### src/source/nlb_pkg.sv
/*
  Shared widths, MMIO offsets, test modes and bus structs of the loopback engine.
  Offsets are byte offsets of 64-bit registers. Only LPBK1, READ and WRITE exist.
  FIFO_DEPTH must be a power of two so the FIFO pointers wrap naturally.
*/
package nlb_pkg;

   // ----------------------------------------
   // Widths and sizes
   // ----------------------------------------
   localparam int LINE_W     = 64;
   localparam int ADDR_W     = 20;
   localparam int TID_W      = 16;
   localparam int FIFO_DEPTH = 8;
   localparam int FIFO_AFULL = 6;
   localparam int FIFO_PTR_W = $clog2(FIFO_DEPTH);
   localparam int FIFO_CNT_W = $clog2(FIFO_DEPTH + 1);

   // MMIO register map
   localparam logic [15:0] REG_SCRATCH    = 16'h0100;
   localparam logic [15:0] REG_SRC_ADDR   = 16'h0120;
   localparam logic [15:0] REG_DST_ADDR   = 16'h0128;
   localparam logic [15:0] REG_NUM_LINES  = 16'h0130;
   localparam logic [15:0] REG_CTL        = 16'h0138;
   localparam logic [15:0] REG_CFG        = 16'h0140;
   localparam logic [15:0] REG_STATUS     = 16'h0160;
   localparam logic [15:0] REG_NUM_READS  = 16'h0168;
   localparam logic [15:0] REG_NUM_WRITES = 16'h0170;

   // Test modes as found in CFG[4:2]
   localparam logic [2:0] MODE_LPBK1 = 3'd0;
   localparam logic [2:0] MODE_READ  = 3'd1;
   localparam logic [2:0] MODE_WRITE = 3'd2;

   // ----------------------------------------
   // Bus structs
   // ----------------------------------------
   typedef struct packed {
      logic        wr_en;
      logic        rd_en;
      logic [15:0] offset;
      logic [63:0] data;
   } mmio_req_t;

   typedef struct packed {
      logic        valid;
      logic [63:0] data;
   } mmio_rsp_t;

   typedef struct packed {
      logic              valid;
      logic [ADDR_W-1:0] addr;
      logic [TID_W-1:0]  tag;
   } mem_rd_req_t;

   typedef struct packed {
      logic              valid;
      logic [TID_W-1:0]  tag;
      logic [LINE_W-1:0] data;
   } mem_rd_rsp_t;

   typedef struct packed {
      logic              valid;
      logic [ADDR_W-1:0] addr;
      logic [LINE_W-1:0] data;
   } mem_wr_req_t;

   // Test setup handed from the register file to both engines
   typedef struct packed {
      logic              go;
      logic              test_rst_n;  // low while the test is held in reset
      logic [2:0]        mode;
      logic [ADDR_W-1:0] src_addr;
      logic [ADDR_W-1:0] dst_addr;
      logic [TID_W-1:0]  num_lines;
   } test_cfg_t;

   // CTL view of a write word
   typedef struct packed {
      logic [61:0] rsvd;
      logic        start;
      logic        test_rst_n;
   } ctl_word_t;

   // CFG view of a write word
   typedef struct packed {
      logic [35:0] rsvd_hi;
      logic [7:0]  test_cfg;
      logic [14:0] rsvd_mid;
      logic [2:0]  mode;
      logic [1:0]  rsvd_lo;
   } cfg_word_t;

   typedef union packed {
      ctl_word_t ctl;
      cfg_word_t cfg;
   } csr_wdata_u;

endpackage

### src/source/nlb_csr.sv
/*
  MMIO register file. Writes land one cycle after the strobe and reads answer
  exactly one cycle after the strobe. SRC, DST, NUM_LINES and CFG are locked
  while CTL start is set. Unmapped offsets read as zero.
*/
`timescale 1ns/1ps

module nlb_csr
   import nlb_pkg::*;
(
   input  logic             Clk_100,
   input  logic             rst_n,
   input  mmio_req_t        mmio_req,
   input  logic             rd_done,
   input  logic             wr_done,
   input  logic [TID_W-1:0] rd_count,
   input  logic [TID_W-1:0] wr_count,
   output mmio_rsp_t        mmio_rsp,
   output test_cfg_t        cfg
);

   csr_wdata_u        wdata;
   csr_wdata_u        ctl_word;
   csr_wdata_u        cfg_word;
   logic [63:0]       scratch;
   logic [ADDR_W-1:0] src_addr;
   logic [ADDR_W-1:0] dst_addr;
   logic [TID_W-1:0]  num_lines;
   logic              ctl_start;
   logic              ctl_rst_n;
   logic [2:0]        mode;
   logic [7:0]        test_cfg;
   logic              wr_locked;
   logic [63:0]       rd_mux;

   // Same write word seen as CTL or as CFG
   assign wdata     = mmio_req.data;
   assign wr_locked = ctl_start;

   // ----------------------------------------
   // Register writes
   // ----------------------------------------
   always_ff @(posedge Clk_100) begin
      if (!rst_n) begin
         src_addr  <= '0;
         dst_addr  <= '0;
         num_lines <= '0;
         ctl_start <= 1'b0;
         ctl_rst_n <= 1'b0;
         mode      <= MODE_LPBK1;
         test_cfg  <= '0;
      end else if (mmio_req.wr_en) begin
         case (mmio_req.offset)
            REG_SCRATCH: scratch <= mmio_req.data;
            // CTL stays writable so a running test can be stopped
            REG_CTL: begin
               ctl_rst_n <= wdata.ctl.test_rst_n;
               ctl_start <= wdata.ctl.start;
            end
            REG_SRC_ADDR: begin
               if (!wr_locked) src_addr <= mmio_req.data[ADDR_W-1:0];
            end
            REG_DST_ADDR: begin
               if (!wr_locked) dst_addr <= mmio_req.data[ADDR_W-1:0];
            end
            REG_NUM_LINES: begin
               if (!wr_locked) num_lines <= mmio_req.data[TID_W-1:0];
            end
            REG_CFG: begin
               if (!wr_locked) begin
                  mode     <= wdata.cfg.mode;
                  test_cfg <= wdata.cfg.test_cfg;
               end
            end
            default: ;
         endcase
      end
   end

   // ----------------------------------------
   // Read mux and response
   // ----------------------------------------
   always_comb begin
      // Rebuild CTL and CFG in their write layout
      ctl_word              = '0;
      ctl_word.ctl.start    = ctl_start;
      ctl_word.ctl.test_rst_n = ctl_rst_n;
      cfg_word              = '0;
      cfg_word.cfg.mode     = mode;
      cfg_word.cfg.test_cfg = test_cfg;
      case (mmio_req.offset)
         REG_SCRATCH:    rd_mux = scratch;
         REG_SRC_ADDR:   rd_mux = 64'(src_addr);
         REG_DST_ADDR:   rd_mux = 64'(dst_addr);
         REG_NUM_LINES:  rd_mux = 64'(num_lines);
         REG_CTL:        rd_mux = ctl_word;
         REG_CFG:        rd_mux = cfg_word;
         // Completion flag in bit 0
         REG_STATUS:     rd_mux = 64'(rd_done & wr_done);
         REG_NUM_READS:  rd_mux = 64'(rd_count);
         REG_NUM_WRITES: rd_mux = 64'(wr_count);
         default:        rd_mux = '0;
      endcase
   end

   always_ff @(posedge Clk_100) begin
      mmio_rsp.data <= rd_mux;
      if (!rst_n) begin
         mmio_rsp.valid <= 1'b0;
      end else begin
         mmio_rsp.valid <= mmio_req.rd_en;
      end
   end

   // Engines run only with start set and test reset released
   assign cfg.go         = ctl_start & ctl_rst_n;
   assign cfg.test_rst_n = ctl_rst_n;
   assign cfg.mode       = mode;
   assign cfg.src_addr   = src_addr;
   assign cfg.dst_addr   = dst_addr;
   assign cfg.num_lines  = num_lines;

endmodule

### src/source/nlb_rd_engine.sv
/*
  Source line reader for LPBK1 and READ modes. Tags are line indexes.
  In LPBK1 the reads in flight plus the FIFO fill never exceed FIFO_DEPTH,
  so memory responses are never refused.
*/
`timescale 1ns/1ps

module nlb_rd_engine
   import nlb_pkg::*;
(
   input  logic             Clk_100,
   input  logic             rst_n,
   input  test_cfg_t        cfg,
   input  logic             fifo_afull,
   input  mem_rd_rsp_t      mem_rd_rsp,
   output mem_rd_req_t      mem_rd_req,
   output mem_rd_rsp_t      push,
   output logic             rd_done,
   output logic [TID_W-1:0] rd_count
);

   logic             lpbk;
   logic             active;
   logic             room;
   logic             issue;
   logic [TID_W-1:0] rd_idx;
   logic [TID_W-1:0] pend;

   assign lpbk   = (cfg.mode == MODE_LPBK1);
   assign active = cfg.go && (lpbk || cfg.mode == MODE_READ);

   // LPBK1 stalls on afull and keeps the in-flight reads within the FIFO headroom
   assign room = !lpbk ||
                 (!fifo_afull && pend < TID_W'(FIFO_DEPTH - FIFO_AFULL));

   // One read per cycle until all lines are requested
   assign issue = active && (rd_idx < cfg.num_lines) && room;

   // ----------------------------------------
   // Request and FIFO push
   // ----------------------------------------
   assign mem_rd_req.valid = issue;
   assign mem_rd_req.addr  = cfg.src_addr + ADDR_W'(rd_idx);
   assign mem_rd_req.tag   = rd_idx;

   // READ mode drops the data
   assign push.valid = mem_rd_rsp.valid && lpbk;
   assign push.tag   = mem_rd_rsp.tag;
   assign push.data  = mem_rd_rsp.data;

   // ----------------------------------------
   // Index and response counters
   // ----------------------------------------
   always_ff @(posedge Clk_100) begin
      if (!rst_n || !cfg.test_rst_n) begin
         rd_idx   <= '0;
         pend     <= '0;
         rd_count <= '0;
      end else begin
         if (issue) begin
            rd_idx <= rd_idx + TID_W'(1);
         end
         if (mem_rd_rsp.valid) begin
            rd_count <= rd_count + TID_W'(1);
         end
         pend <= pend + TID_W'(issue) - TID_W'(mem_rd_rsp.valid);
      end
   end

   // WRITE mode has nothing to read
   assign rd_done = (active && rd_count == cfg.num_lines) ||
                    (cfg.go && cfg.mode == MODE_WRITE);

endmodule

### src/source/nlb_line_fifo.sv
/*
  Line buffer between the read and write engines. Circular buffer of
  FIFO_DEPTH entries with a fill counter. A push into a full buffer is lost,
  which the read engine prevents. A pop of an empty buffer is ignored.
*/
`timescale 1ns/1ps

module nlb_line_fifo
   import nlb_pkg::*;
(
   input  logic        Clk_100,
   input  logic        rst_n,
   input  logic        clear,
   input  mem_rd_rsp_t push,
   input  logic        pop,
   output mem_rd_rsp_t head,
   output logic        empty,
   output logic        afull
);

   logic [TID_W-1:0]      tag_mem  [FIFO_DEPTH];
   logic [LINE_W-1:0]     data_mem [FIFO_DEPTH];
   logic [FIFO_PTR_W-1:0] wr_ptr;
   logic [FIFO_PTR_W-1:0] rd_ptr;
   logic [FIFO_CNT_W-1:0] fill;
   logic                  do_pop;

   assign do_pop = pop && !empty;

   // Storage
   always_ff @(posedge Clk_100) begin
      if (push.valid) begin
         tag_mem[wr_ptr]  <= push.tag;
         data_mem[wr_ptr] <= push.data;
      end
   end

   // Pointers and fill level
   always_ff @(posedge Clk_100) begin
      if (!rst_n || clear) begin
         wr_ptr <= '0;
         rd_ptr <= '0;
         fill   <= '0;
      end else begin
         if (push.valid) begin
            wr_ptr <= wr_ptr + FIFO_PTR_W'(1);
         end
         if (do_pop) begin
            rd_ptr <= rd_ptr + FIFO_PTR_W'(1);
         end
         fill <= fill + FIFO_CNT_W'(push.valid) - FIFO_CNT_W'(do_pop);
      end
   end

   assign empty      = (fill == '0);
   assign afull      = (fill >= FIFO_CNT_W'(FIFO_AFULL));
   assign head.valid = !empty;
   assign head.tag   = tag_mem[rd_ptr];
   assign head.data  = data_mem[rd_ptr];

endmodule

### src/source/nlb_wr_engine.sv
/*
  Destination line writer. LPBK1 drains the line FIFO and WRITE generates
  the line index as data. The request is combinational so it is never
  valid in a cycle with mem_wr_afull high. Done counts write acknowledges.
*/
`timescale 1ns/1ps

module nlb_wr_engine
   import nlb_pkg::*;
(
   input  logic             Clk_100,
   input  logic             rst_n,
   input  test_cfg_t        cfg,
   input  mem_rd_rsp_t      head,
   input  logic             empty,
   input  logic             mem_wr_afull,
   input  logic             mem_wr_ack,
   output logic             pop,
   output mem_wr_req_t      mem_wr_req,
   output logic             wr_done,
   output logic [TID_W-1:0] wr_count
);

   logic             lpbk;
   logic             wmode;
   logic             active;
   logic             have_line;
   logic             issue;
   logic [TID_W-1:0] wr_idx;

   assign lpbk   = (cfg.mode == MODE_LPBK1);
   assign wmode  = (cfg.mode == MODE_WRITE);
   assign active = cfg.go && (lpbk || wmode);

   // A line is ready when buffered or still to be generated
   assign have_line = lpbk ? !empty : (wr_idx < cfg.num_lines);

   // Memory back-pressure holds every write
   assign issue = active && have_line && !mem_wr_afull;
   assign pop   = issue && lpbk;

   // ----------------------------------------
   // Write request
   // ----------------------------------------
   always_comb begin
      mem_wr_req.valid = issue;
      if (lpbk) begin
         // Copied line goes to the same offset as its source
         mem_wr_req.addr = cfg.dst_addr + ADDR_W'(head.tag);
         mem_wr_req.data = head.data;
      end else begin
         // Pattern line carries its own index
         mem_wr_req.addr = cfg.dst_addr + ADDR_W'(wr_idx);
         mem_wr_req.data = LINE_W'(wr_idx);
      end
   end

   // ----------------------------------------
   // Issue and acknowledge counters
   // ----------------------------------------
   always_ff @(posedge Clk_100) begin
      if (!rst_n || !cfg.test_rst_n) begin
         wr_idx   <= '0;
         wr_count <= '0;
      end else begin
         // Lines sent so far
         if (issue) begin
            wr_idx <= wr_idx + TID_W'(1);
         end
         // Lines the memory has taken
         if (mem_wr_ack) begin
            wr_count <= wr_count + TID_W'(1);
         end
      end
   end

   // READ mode writes nothing
   assign wr_done = (active && wr_count == cfg.num_lines) ||
                    (cfg.go && cfg.mode == MODE_READ);

endmodule

### src/source/nlb_top.sv
/*
  Loopback test engine top. MMIO programs the test and the memory ports
  carry single 64-bit lines. mem_wr_afull is a level that holds writes.
*/
`timescale 1ns/1ps

module nlb_top
   import nlb_pkg::*;
(
   input  logic        Clk_100,
   input  logic        rst_n,
   input  mmio_req_t   mmio_req,
   input  mem_rd_rsp_t mem_rd_rsp,
   input  logic        mem_wr_ack,
   input  logic        mem_wr_afull,
   output mmio_rsp_t   mmio_rsp,
   output mem_rd_req_t mem_rd_req,
   output mem_wr_req_t mem_wr_req
);

   test_cfg_t        cfg;
   logic             rd_done;
   logic             wr_done;
   logic [TID_W-1:0] rd_count;
   logic [TID_W-1:0] wr_count;
   mem_rd_rsp_t      push;
   mem_rd_rsp_t      head;
   logic             fifo_afull;
   logic             fifo_empty;
   logic             pop;

   // Register file
   nlb_csr u_csr (
      .Clk_100  (Clk_100),
      .rst_n    (rst_n),
      .mmio_req (mmio_req),
      .rd_done  (rd_done),
      .wr_done  (wr_done),
      .rd_count (rd_count),
      .wr_count (wr_count),
      .mmio_rsp (mmio_rsp),
      .cfg      (cfg)
   );

   nlb_rd_engine u_rd_engine (
      .Clk_100    (Clk_100),
      .rst_n      (rst_n),
      .cfg        (cfg),
      .fifo_afull (fifo_afull),
      .mem_rd_rsp (mem_rd_rsp),
      .mem_rd_req (mem_rd_req),
      .push       (push),
      .rd_done    (rd_done),
      .rd_count   (rd_count)
   );

   // Test reset empties the buffer
   nlb_line_fifo u_fifo (
      .Clk_100 (Clk_100),
      .rst_n   (rst_n),
      .clear   (!cfg.test_rst_n),
      .push    (push),
      .pop     (pop),
      .head    (head),
      .empty   (fifo_empty),
      .afull   (fifo_afull)
   );

   nlb_wr_engine u_wr_engine (
      .Clk_100      (Clk_100),
      .rst_n        (rst_n),
      .cfg          (cfg),
      .head         (head),
      .empty        (fifo_empty),
      .mem_wr_afull (mem_wr_afull),
      .mem_wr_ack   (mem_wr_ack),
      .pop          (pop),
      .mem_wr_req   (mem_wr_req),
      .wr_done      (wr_done),
      .wr_count     (wr_count)
   );

endmodule

### config.mk
export PLATFORM = sky130hd
export DESIGN_NAME = nlb_top
export DESIGN_NICKNAME = d
export VERILOG_FILES = /design/src/source/nlb_pkg.sv /design/src/source/nlb_csr.sv /design/src/source/nlb_rd_engine.sv /design/src/source/nlb_line_fifo.sv /design/src/source/nlb_wr_engine.sv /design/src/source/nlb_top.sv
export SDC_FILE = /design/constraint.sdc
export NUM_CORES = 1
export LEC_CHECK = 0
export BUFFER_PORTS_ARGS = -buffer_cell sky130_fd_sc_hd__buf_2
export CAP_MARGIN = 20
export CORE_MARGIN = 1
export CORE_UTILIZATION = 50
export CTS_CLUSTER_SIZE = 16
export DETAILED_ROUTE_END_ITERATION = 16
export GPL_TIMING_DRIVEN = 1
export PLACE_DENSITY = 0.75
export SYNTH_ARGS = -nofsm -noshare
export SYNTH_HDL_FRONTEND = slang
export SYNTH_SLANG_ARGS = --single-unit
### constraint.sdc
create_clock -name Clk_100 -period 26.1 [get_ports Clk_100]
set_input_delay 2.61 -clock Clk_100 [delete_from_list [all_inputs] [get_ports Clk_100]]
set_output_delay 2.61 -clock Clk_100 [all_outputs]
set_load 0.01 [all_outputs]
# Yosys cells after proc, flatten, opt, wreduce, memory -nomap -nowiden
# Memory sizes are Yosys's and may differ from the RTL's. A register that Yosys moved wholly into a read port is not among the register bits.
# Index checks and enable logic that the tools add are counted.
word_totals:
  register_bits: 288
  mem_bits_rw: 640
  in_bits: 167
  output_inout_bits: 187
  memories: 2
classes:
  n_addsub: 13
  order_cmp: 4
  n_eq_ne: 13
  mux: 9
  bitwise: 3
  n_reduce_logical: 34
mem_list:
  columns: ["name", "words", "word_bits", "read_ports", "rd_ports_with_merged_regs", "write_ports", "line_no", "text"]
  rows:
  - ["u_fifo.data_mem", 8, 64, 1, 1, 1, "nlb_line_fifo.sv:22", "logic [LINE_W-1:0] data_mem [FIFO_DEPTH];"]
  - ["u_fifo.tag_mem", 8, 16, 1, 1, 1, "nlb_line_fifo.sv:21", "logic [TID_W-1:0] tag_mem [FIFO_DEPTH];"]
op_table:
  columns: ["cell", "n"]
  rows:
  - ["64-bit one-hot mux with 9 select lines", 1]
  - ["16-bit by 9-bit equality test with 1-bit output (second input constant)", 9]
  - ["84-bit 2-to-1 mux", 1]
  - ["16-bit by 1-bit adder with 16-bit output (second input constant)", 4]
  - ["20-bit by 16-bit adder with 20-bit output", 3]
  - ["16-bit equality test", 2]
  - ["16-bit less-than comparator", 2]
  - ["16-bit by 1-bit adder with 16-bit output", 1]
  - ["16-bit by 2-bit less-than comparator with 1-bit output (second input constant)", 1]
  - ["16-bit by 1-bit subtractor with 16-bit output", 1]
  - ["3-bit AND reduction", 5]
  - ["1-bit logical AND", 14]
  - ["3-bit 2-to-1 mux", 4]
  - ["3-bit by 1-bit adder with 3-bit output (second input constant)", 2]
  - ["1-bit zero test", 6]
  - ["1-bit logical OR", 6]
  - ["4-bit by 1-bit adder with 4-bit output", 1]
  - ["4-bit by 3-bit greater-or-equal comparator with 1-bit output (second input constant)", 1]
  - ["4-bit zero test", 1]
  - ["4-bit by 1-bit subtractor with 4-bit output", 1]
  - ["3-bit by 1-bit equality test with 1-bit output (second input constant)", 1]
  - ["3-bit by 2-bit equality test with 1-bit output (second input constant)", 1]
  - ["3-bit zero test", 1]
  - ["1-bit 2-to-1 mux", 3]
  - ["other kinds (3)", 4]

# Depth between registers and ports, before layout
# Gate-level depths: netlist (run 1).
depth:
  depth_word: 9
  mapped_depth: 23

# By module
# From an unflattened synthesis (run 1), not the netlist that was laid out.
hier_totals:
  hier_cells: 2720
  area_unflattened_um2: 39960.8
by_module_without_submodules:
  columns: ["mod", "instances", "cells_per_inst", "area_per_inst_um2", "seq_area_each_um2"]
  rows:
  - ["nlb_line_fifo", 1, 1002, 24653.6, 19478.7]
  - ["nlb_csr", 1, 611, 7036.7, 4604.4]
  - ["nlb_rd_engine", 1, 583, 4647.0, 960.9]
  - ["nlb_wr_engine", 1, 523, 3619.7, 640.6]
  - ["nlb_top", 1, 1, 3.8, 0.0]

# Worst setup path before layout (run 1)
# OpenSTA, ideal clock, no wires.
synth_timing:
  path_kind: "in2reg"
  from: "in mem_rd_rsp[80] (netlist name)"
  to: "mem u_fifo.data_mem[0][0], enable pin"
  setup_time_ns: 0.717
  t_arrival_ns: 10.695
  required_ns: 25.383
  path_slack_ns: 14.689
  stages: 3
  n_path_buf: 1
  cell_sequence: "clkbuf_1 nand2_1 nor4_1"
synth_via:
  elab_chain_len: 3
synth_lines:
  columns: ["element", "line_no", "text"]
  rows:
  - ["start: declaration", "nlb_top.sv:13", "input mem_rd_rsp_t mem_rd_rsp,"]
  - ["1-bit logical AND", "nlb_rd_engine.sv:47", "assign push.valid = mem_rd_rsp.valid && lpbk;"]
  - ["1-bit 2-to-1 mux", "nlb_line_fifo.sv:32", "if (push.valid) begin"]
  - ["1-bit 2-to-1 mux (not written as such)", "nlb_line_fifo.sv:34", "data_mem[wr_ptr] <= push.data;"]
  - ["end: declaration", "nlb_line_fifo.sv:22", null]
# Every way passes these cells.

==> key figures, run 1 <==
Die
  – Die width: 279 µm
  – Die area: 0.0781 mm²
  – Top-Level Pins: 354
  – Height of the die: ~280 µm
  – Initial Utilization: 50.6%
  – # rows: 101
  – Core Box Area: 0.0761 mm²

Global route
  – Gr ovfl total: 0
  – Global-route wire length before repair: between 100000 and 150000 µm
  – GR Util All Layers: 24.7%
  – Largest net degree at the start of global routing: 83
  – Vias in the first global route: 23500
  – Initial antenna violation count: 25

Final layout
  – Area grow syn2layout: 15.8%
  – Final Cell Area: 0.0446 mm²
  – Commonest non-fill, non-tap cell in the layout: edfxtp_1
  – Final net count: 3174
  – Share of cells above drive strength 1: 24.2%
  – Most frequent cells in the layout: edfxtp_1 (704), buf_2 (353), dfxtp_1 (224)

Worst hold path
  – HP Start: u_csr.scratch[37]
  – Hold Crit Class: flop to flop

Setup path
  – Worst reg2reg startpoint: u_csr.num_lines[13]
  – CP Launch Type: flop
  – Crit path capture type: output pin
  – Req. time, crit path: 23.49 ns
  – CP max FO: 48
  – Crit Path Class: flop to output pin
  – WP data arrival: 6.12 ns

Route
  – WL final: 97600 µm
  – DR WL/cell: 24.3 µm
  – Via count: about 23000
  – # DRC: 0
  – Initial DRC count: between 2000 and 2500
  – Vias per Instance: 5.85
  – Final ANT Viol Nets: 0
  – DRT Pass-1 Iters: 10

Synth
  – Number of synthesized flops with an enable pin: 704
  – Synth async-reset ratio: 0%
  – Net count after synthesis: 2801
  – Cell Area, Synth: 0.0385 mm²
  – Dominant cell type by area after synthesis: edfxtp_1
  – Post-synthesis average cell area: 15.2 µm²
  – Register area share after synthesis: 66.8%
  – Area share of the largest cell type after synthesis: between 50% and 60%
  – Synth Register Bits: 931
  – Yosys warnings: 0
  – Area contributors post-synth: edfxtp_1 (55%), dfxtp_1 (12%), mux4_2 (9.4%)
  – Cell variety after synth: between 60 and 70
  – Post-synth top flop: edfxtp_1
  – Syn Inst Count: 2528

Clock tree
  – CTS Root Cell: clkbuf_16
  – H-tree depth: 3
  – CTS sink cnt: 931
  – CTS tree: done
  – Hold buffers post-CTS: 0
  – Later-pin clock latency in the skew report: 0.68 ns
  – Post-CTS Setup Bufs: 0
  – CTS buffer count: 92
  – Clk slew on worst S/H paths: 0.06 ns
  – # resized after CTS: 0
  – Bufs on Longest Clock Path: 3

Power
  – Leakage: 15.6 nW
  – Worst vdd ir: about 64 µV
  – P per Cell Area: 66.9 mW/mm²
  – PnR Total Power: roughly 3.0 mW

Outcome
  – Status: finished clean

Placement
  – Placer Congestion: 0.914
  – DP HPWL: 63200 µm
  – Area after DPL: 0.0414 mm²
  – Port buffer count: approximately 350

Timing
  – Fin Clk Skew: around 0.051 ns
  – Max Fclk: approximately 110 MHz
  – Fin. Hold Viols: 0
  – Measured slew at the worst slew-check pin: 1.14 ns
  – Period utilization: 33.5%
  – Setup violators final: 0
  – Final Max Slew Viols: 0
  – Max transition margin: a little under a quarter
  – RSZ-0062 raised after global routing: false
  – Final setup TNS: 0 ns
  – Final min period: 8.73 ns

Flow run
  – # Max-Cap Violations: 0
flip-flops by register name, summed over array words and instances, names as in the netlist, named ones only:
name / cells
u_rd_engine.rd_count: 16
u_csr.ctl_start: 1
u_fifo.rd_ptr: 3
u_csr.ctl_rst_n: 1
u_csr.mmio_rsp: 65
u_csr.test_cfg: 8
u_fifo.tag_mem: 128
u_csr.num_lines: 16
u_rd_engine.pend: 16
u_fifo.wr_ptr: 3
u_csr.src_addr: 20
u_wr_engine.wr_idx: 16
u_rd_engine.rd_idx: 16
u_fifo.data_mem: 512
u_csr.scratch: 64
u_fifo.fill: 4
u_wr_engine.wr_count: 16
u_csr.dst_addr: 20
u_csr.mode: 3
critical path: stages, from the launching register on:
cell and delay (ns):
dfxtp_4 0.68, buf_4 0.68, buf_4 0.84, mux4_2 0.60
nand2_1 0.08, a31o_2 0.19, inv_1 0.05, ha_1 0.29
a211oi_1 0.32, nor4_1 0.14, nor3_1 0.36, nor3_1 0.12
a211o_1 0.33, o31a_1 0.28, nand4_1 0.11, xnor2_1 0.11
buf_2 0.15
worst paths after layout:
kind	endpoint	slack, ns	cells past startpoint
worst max-delay path	mem_wr_req[83]	17.37	16
worst min-delay path	u_csr.mmio_rsp[37]	0.44	1
worst max register to register	u_rd_engine.pend[14]	19.89	22
worst min register to register	u_csr.mmio_rsp[37]	0.44	1
per-layer routing:
layer | GRT usage (%) | vias to the layer above | wire (µm)
li1 | - | 10400 | -
met1 | 31.6 | 11900 | 38600
met2 | 40.7 | 960 | 47500
met3 | 6.26 | 215 | 7900
met4 | 9.16 | 34 | 3300
met5 | 0 | - | 215
cells in the mapped netlist (all sizes together) (4+ instances only):
cell	instances
edfxtp	704
dfxtp	227
nand2	209
nor2	178
mux4	160
ha	102
a21oi	88
mux2i	87
clkbuf	85
xor2	72
a21boi	71
inv	68
xnor2	54
and2	45
nand3	38
a222oi	31
nor3	29
buf	28
nor4	26
a21o	24
o21ai	24
and3	16
nand4	15
nor2b	14
nand2b	12
a22oi	10
o21a	10
or3	10
a22o	9
and4	8
o211ai	7
a31o	6
a31oi	5
o2111ai	5
o31a	5
a211oi	4
fa	4
nand3b	4
o31ai	4
or4	4
stage by stage:
stage,instances,hold WS (ns),util [%],setup WS (ns)
2_1_floorplan,2528,0.420,-,14.69
3_3_place_gp,3830,0.423,54.4,17.95
3_5_place_dp,3833,0.425,54.5,17.91
4_1_cts,4004,0.432,58.4,17.21
5_1_grt,4009,0.461,58.6,16.82
6_report,4014,0.437,58.6,17.37
layout make-up:
type                            instances  area [µm²]
Clock inverter                         50         538
Clock buffer                          121        2480
Sequential cell                       931       25700
Multi-Input combinational cell       1416       12200
Timing Repair Buffer                  392        2130
Fill cell                            5810       31500
Antenna cell                            6        15.0
Tap cell                             1030        1290
Inverter                               68         255
report_power, final:
group | internal (mW) | switching, mW
logic | 0.0282 | 0.0447
clock network | 0.738 | 0.570
registers | 1.60 | 0.00202
total | 2.36 | 0.616
kinds of logic (layout without fill, tap and decap cells):
group           Yosys count  in the layout  share of synthesized area, %
compound gates          322            322                          5.94
buf+inv                 181            631                          1.85
xor+xnor                126            126                          2.87
flops                   931            931                          66.8
other cells               0              6                             0
simple gates            615            615                          7.42
mux                     247            247                          11.6
fa+ha+maj               106            106                          3.53
Note: power is estimated with default switching activity, not from simulation.
==> inputs of run 2 (changes only) <==
Settings changed: PLACE_DENSITY 0.75 to 0.78.
Clock period 26.1 ns to 7.2 ns, I/O delays scaled along.
==> key figures, run 2 (synthesized netlist as in run 1, its figures left out) <==
Outcome
  – Status: finished clean

Die
  – Die width: 279 µm
  – Top-Level Pins: ~350
  – Die area: 0.0781 mm²
  – Core Box Area: 0.0761 mm²
  – Initial Utilization: 50.6%
  – Height of the die: 279 µm
  – # rows: 101

Timing
  – Setup violators final: 0
  – Fin. Hold Viols: 0
  – Final Max Slew Viols: 0
  – Period utilization: 81.5%
  – Max transition margin: 24.2%
  – Max Fclk: 170 MHz
  – RSZ-0062 raised after global routing: false
  – Measured slew at the worst slew-check pin: 1.14 ns
  – Final min period: 5.87 ns
  – Final setup margin: 1.33 ns
  – Fin Clk Skew: about 0.077 ns

Placement
  – DP HPWL: 62400 µm
  – Placer Congestion: approximately 0.98
  – Post-place setup slack: 1.37 ns
  – Post-Place Cells: 3835
  – Port buffer count: around 350

Final layout
  – Fill count: between 5000 and 6000
  – Most frequent cells in the layout: edfxtp_1 (704), buf_2 (353), dfxtp_1 (224)
  – Util after Layout: 58.6%
  – Top Registers: u_fifo.data_mem (512), u_fifo.tag_mem (128), u_csr.mmio_rsp (65)
  – Post-Layout Cell Count: ~4000
  – Area grow syn2layout: 15.9%
  – Max reg flops: 512
  – Share of cells above drive strength 1: 24.4%
  – Commonest non-fill, non-tap cell in the layout: edfxtp_1
  – Final net count: ~3200
  – Top reg by flops: u_fifo.data_mem

Route
  – WL final: ~97000 µm
  – Initial DRC count: 2171
  – Vias per Instance: 5.79
  – Via count: 23300
  – DR WL/cell: 24.2 µm
  – DRT Pass-1 Iters: 8
  – Final ANT Viol Nets: 0
  – # DRC: 0

Power
  – Worst vdd ir: ~240 µV
  – Switching part of the total: 20.9%
  – Power Internal: 8.58 mW
  – Clock power share: 44.1%
  – P per Cell Area: about 240 mW/mm²
  – Gate power share: 2.4%
  – Power share of the sequential group: 53.5%
  – Leakage: 15.6 nW
  – Switching pwr: 2.27 mW

Clock tree
  – Post-CTS Setup Bufs: 0
  – Hold buffers post-CTS: 0
  – CTS tree: done
  – Bufs on Longest Clock Path: 3
  – Later-pin clock latency in the skew report: 0.68 ns
  – # resized after CTS: 0
  – H-tree depth: 3
  – Clk slew on worst S/H paths: 0.06 ns
  – CTS Root Cell: clkbuf_16
  – CTS sink cnt: 931
  – CTS buffer count: 94

Setup path
  – WP data arrival: 6.34 ns
  – Crit Path Class: flop to flop
  – Worst reg2reg startpoint: u_csr.num_lines[13]
  – Crit path capture type: flop
  – CP Launch Type: flop
  – CP max FO: 14
  – Reg2reg end: u_rd_engine.pend[14]
  – Req. time, crit path: 7.67 ns
  – Worst R2R Setup Slack: about 1.3 ns
  – Reg2Reg Depth: 22

Global route
  – Gr ovfl total: 0
  – GR Util All Layers: 24.5%
  – Initial antenna violation count: 25
  – Largest net degree at the start of global routing: 83
  – Global-route wire length before repair: between 100000 and 150000 µm
  – Vias in the first global route: 23000

Worst hold path
  – HP Start: mmio_req[28]
  – Hold endpoint: u_csr.scratch[28]
  – Hold path cells: 1
  – Hold Crit Class: input pin to flop

Flow run
  – # Max-Cap Violations: 0
==> run 2: cell types whose count changed in the layout (fill, tap and decap cells not counted), sizes merged <==
cell      delta
clkbuf       -9
diode        +1
clkinvlp     -1
buf          -2
inv          -1
clkinv      +16
==> run 2: critical path, stage by stage (launching register included) <==
cell and delay, ns:
dfxtp_1 0.43, inv_1 0.12, ha_1 0.31, a21o_1 0.19
a21o_1 0.17, a2111oi_0 0.74, o21ai_0 0.21, o21a_1 0.31
nor2_1 0.31, inv_1 0.08, ha_1 0.27, inv_1 0.06
ha_1 0.18, inv_1 0.07, fa_1 0.40, nor2b_1 0.21
o311a_1 0.22, o21ai_0 0.11, a2111oi_0 0.56, o21ai_0 0.26
o31ai_1 0.28, xnor2_1 0.15, nor2_1 0.05
==> run 2: layer usage <==
metal  global-route usage, %  vias to the layer above  routed length, µm
li1                        -                    10400                  -
met4                    7.58                       24               2610
met2                    40.9                      846              47800
met1                    32.3                    11800              39200
met3                    5.16                      179               7340
met5                       0                        -                160
==> run 2: cell type report <==
cell class / count / area, µm² / area share (%)
well taps: 1030 / 1290 / 2.89
multi-input cells: 1416 / 12200 / 27.4
diodes: 7 / 17.5 / 0.0393
clock inverters: 64 / 631 / 1.41
repair buffers: 390 / 2040 / 4.59
inverters: 68 / 255 / 0.573
flip-flops and latches: 931 / 25700 / 57.6
clock buffers: 112 / 2450 / 5.50
==> run 2: worst max path at each step <==
stage,startpoint,endpoint,slack (ns)
after global routing,u_csr.num_lines[13],u_rd_engine.pend[14],0.87
after CTS,u_csr.num_lines[13],u_rd_engine.pend[14],1.31
final,u_csr.num_lines[13],u_rd_engine.pend[14],1.33
after floorplan,mem_rd_rsp[80],u_fifo.data_mem[2][0],-0.13
after detailed placement,u_csr.num_lines[13],u_rd_engine.pend[14],1.37
after global placement,u_csr.num_lines[13],u_rd_engine.pend[14],1.43
==> run 2: power by group through the flow <==
| stage | Clock, mW | Combinational, mW | Sequential, mW |
|---|---|---|---|
| after detailed placement | 0 | 0.261 | 5.91 |
| after global placement | 0 | 0.250 | 5.91 |
| after floorplan | 0 | 0.103 | 5.92 |
| final | 4.78 | 0.265 | 5.80 |
| after global routing | 5.06 | 0.285 | 5.80 |
| after CTS | 4.86 | 0.263 | 5.80 |
==> run 2: through the flow <==
step / total power [mW] / instance area [µm²] / hold slack (ns) / setup TNS [ns]
after floorplan: 6.02 / 38500 / 0.420 / -32.20
after global placement: 6.16 / 41500 / 0.423 / 0
after detailed placement: 6.17 / 41500 / 0.427 / 0
after CTS: 10.9 / 44600 / 0.186 / 0
after global routing: 11.1 / 44600 / 0.190 / 0
final: 10.8 / 44600 / 0.216 / 0
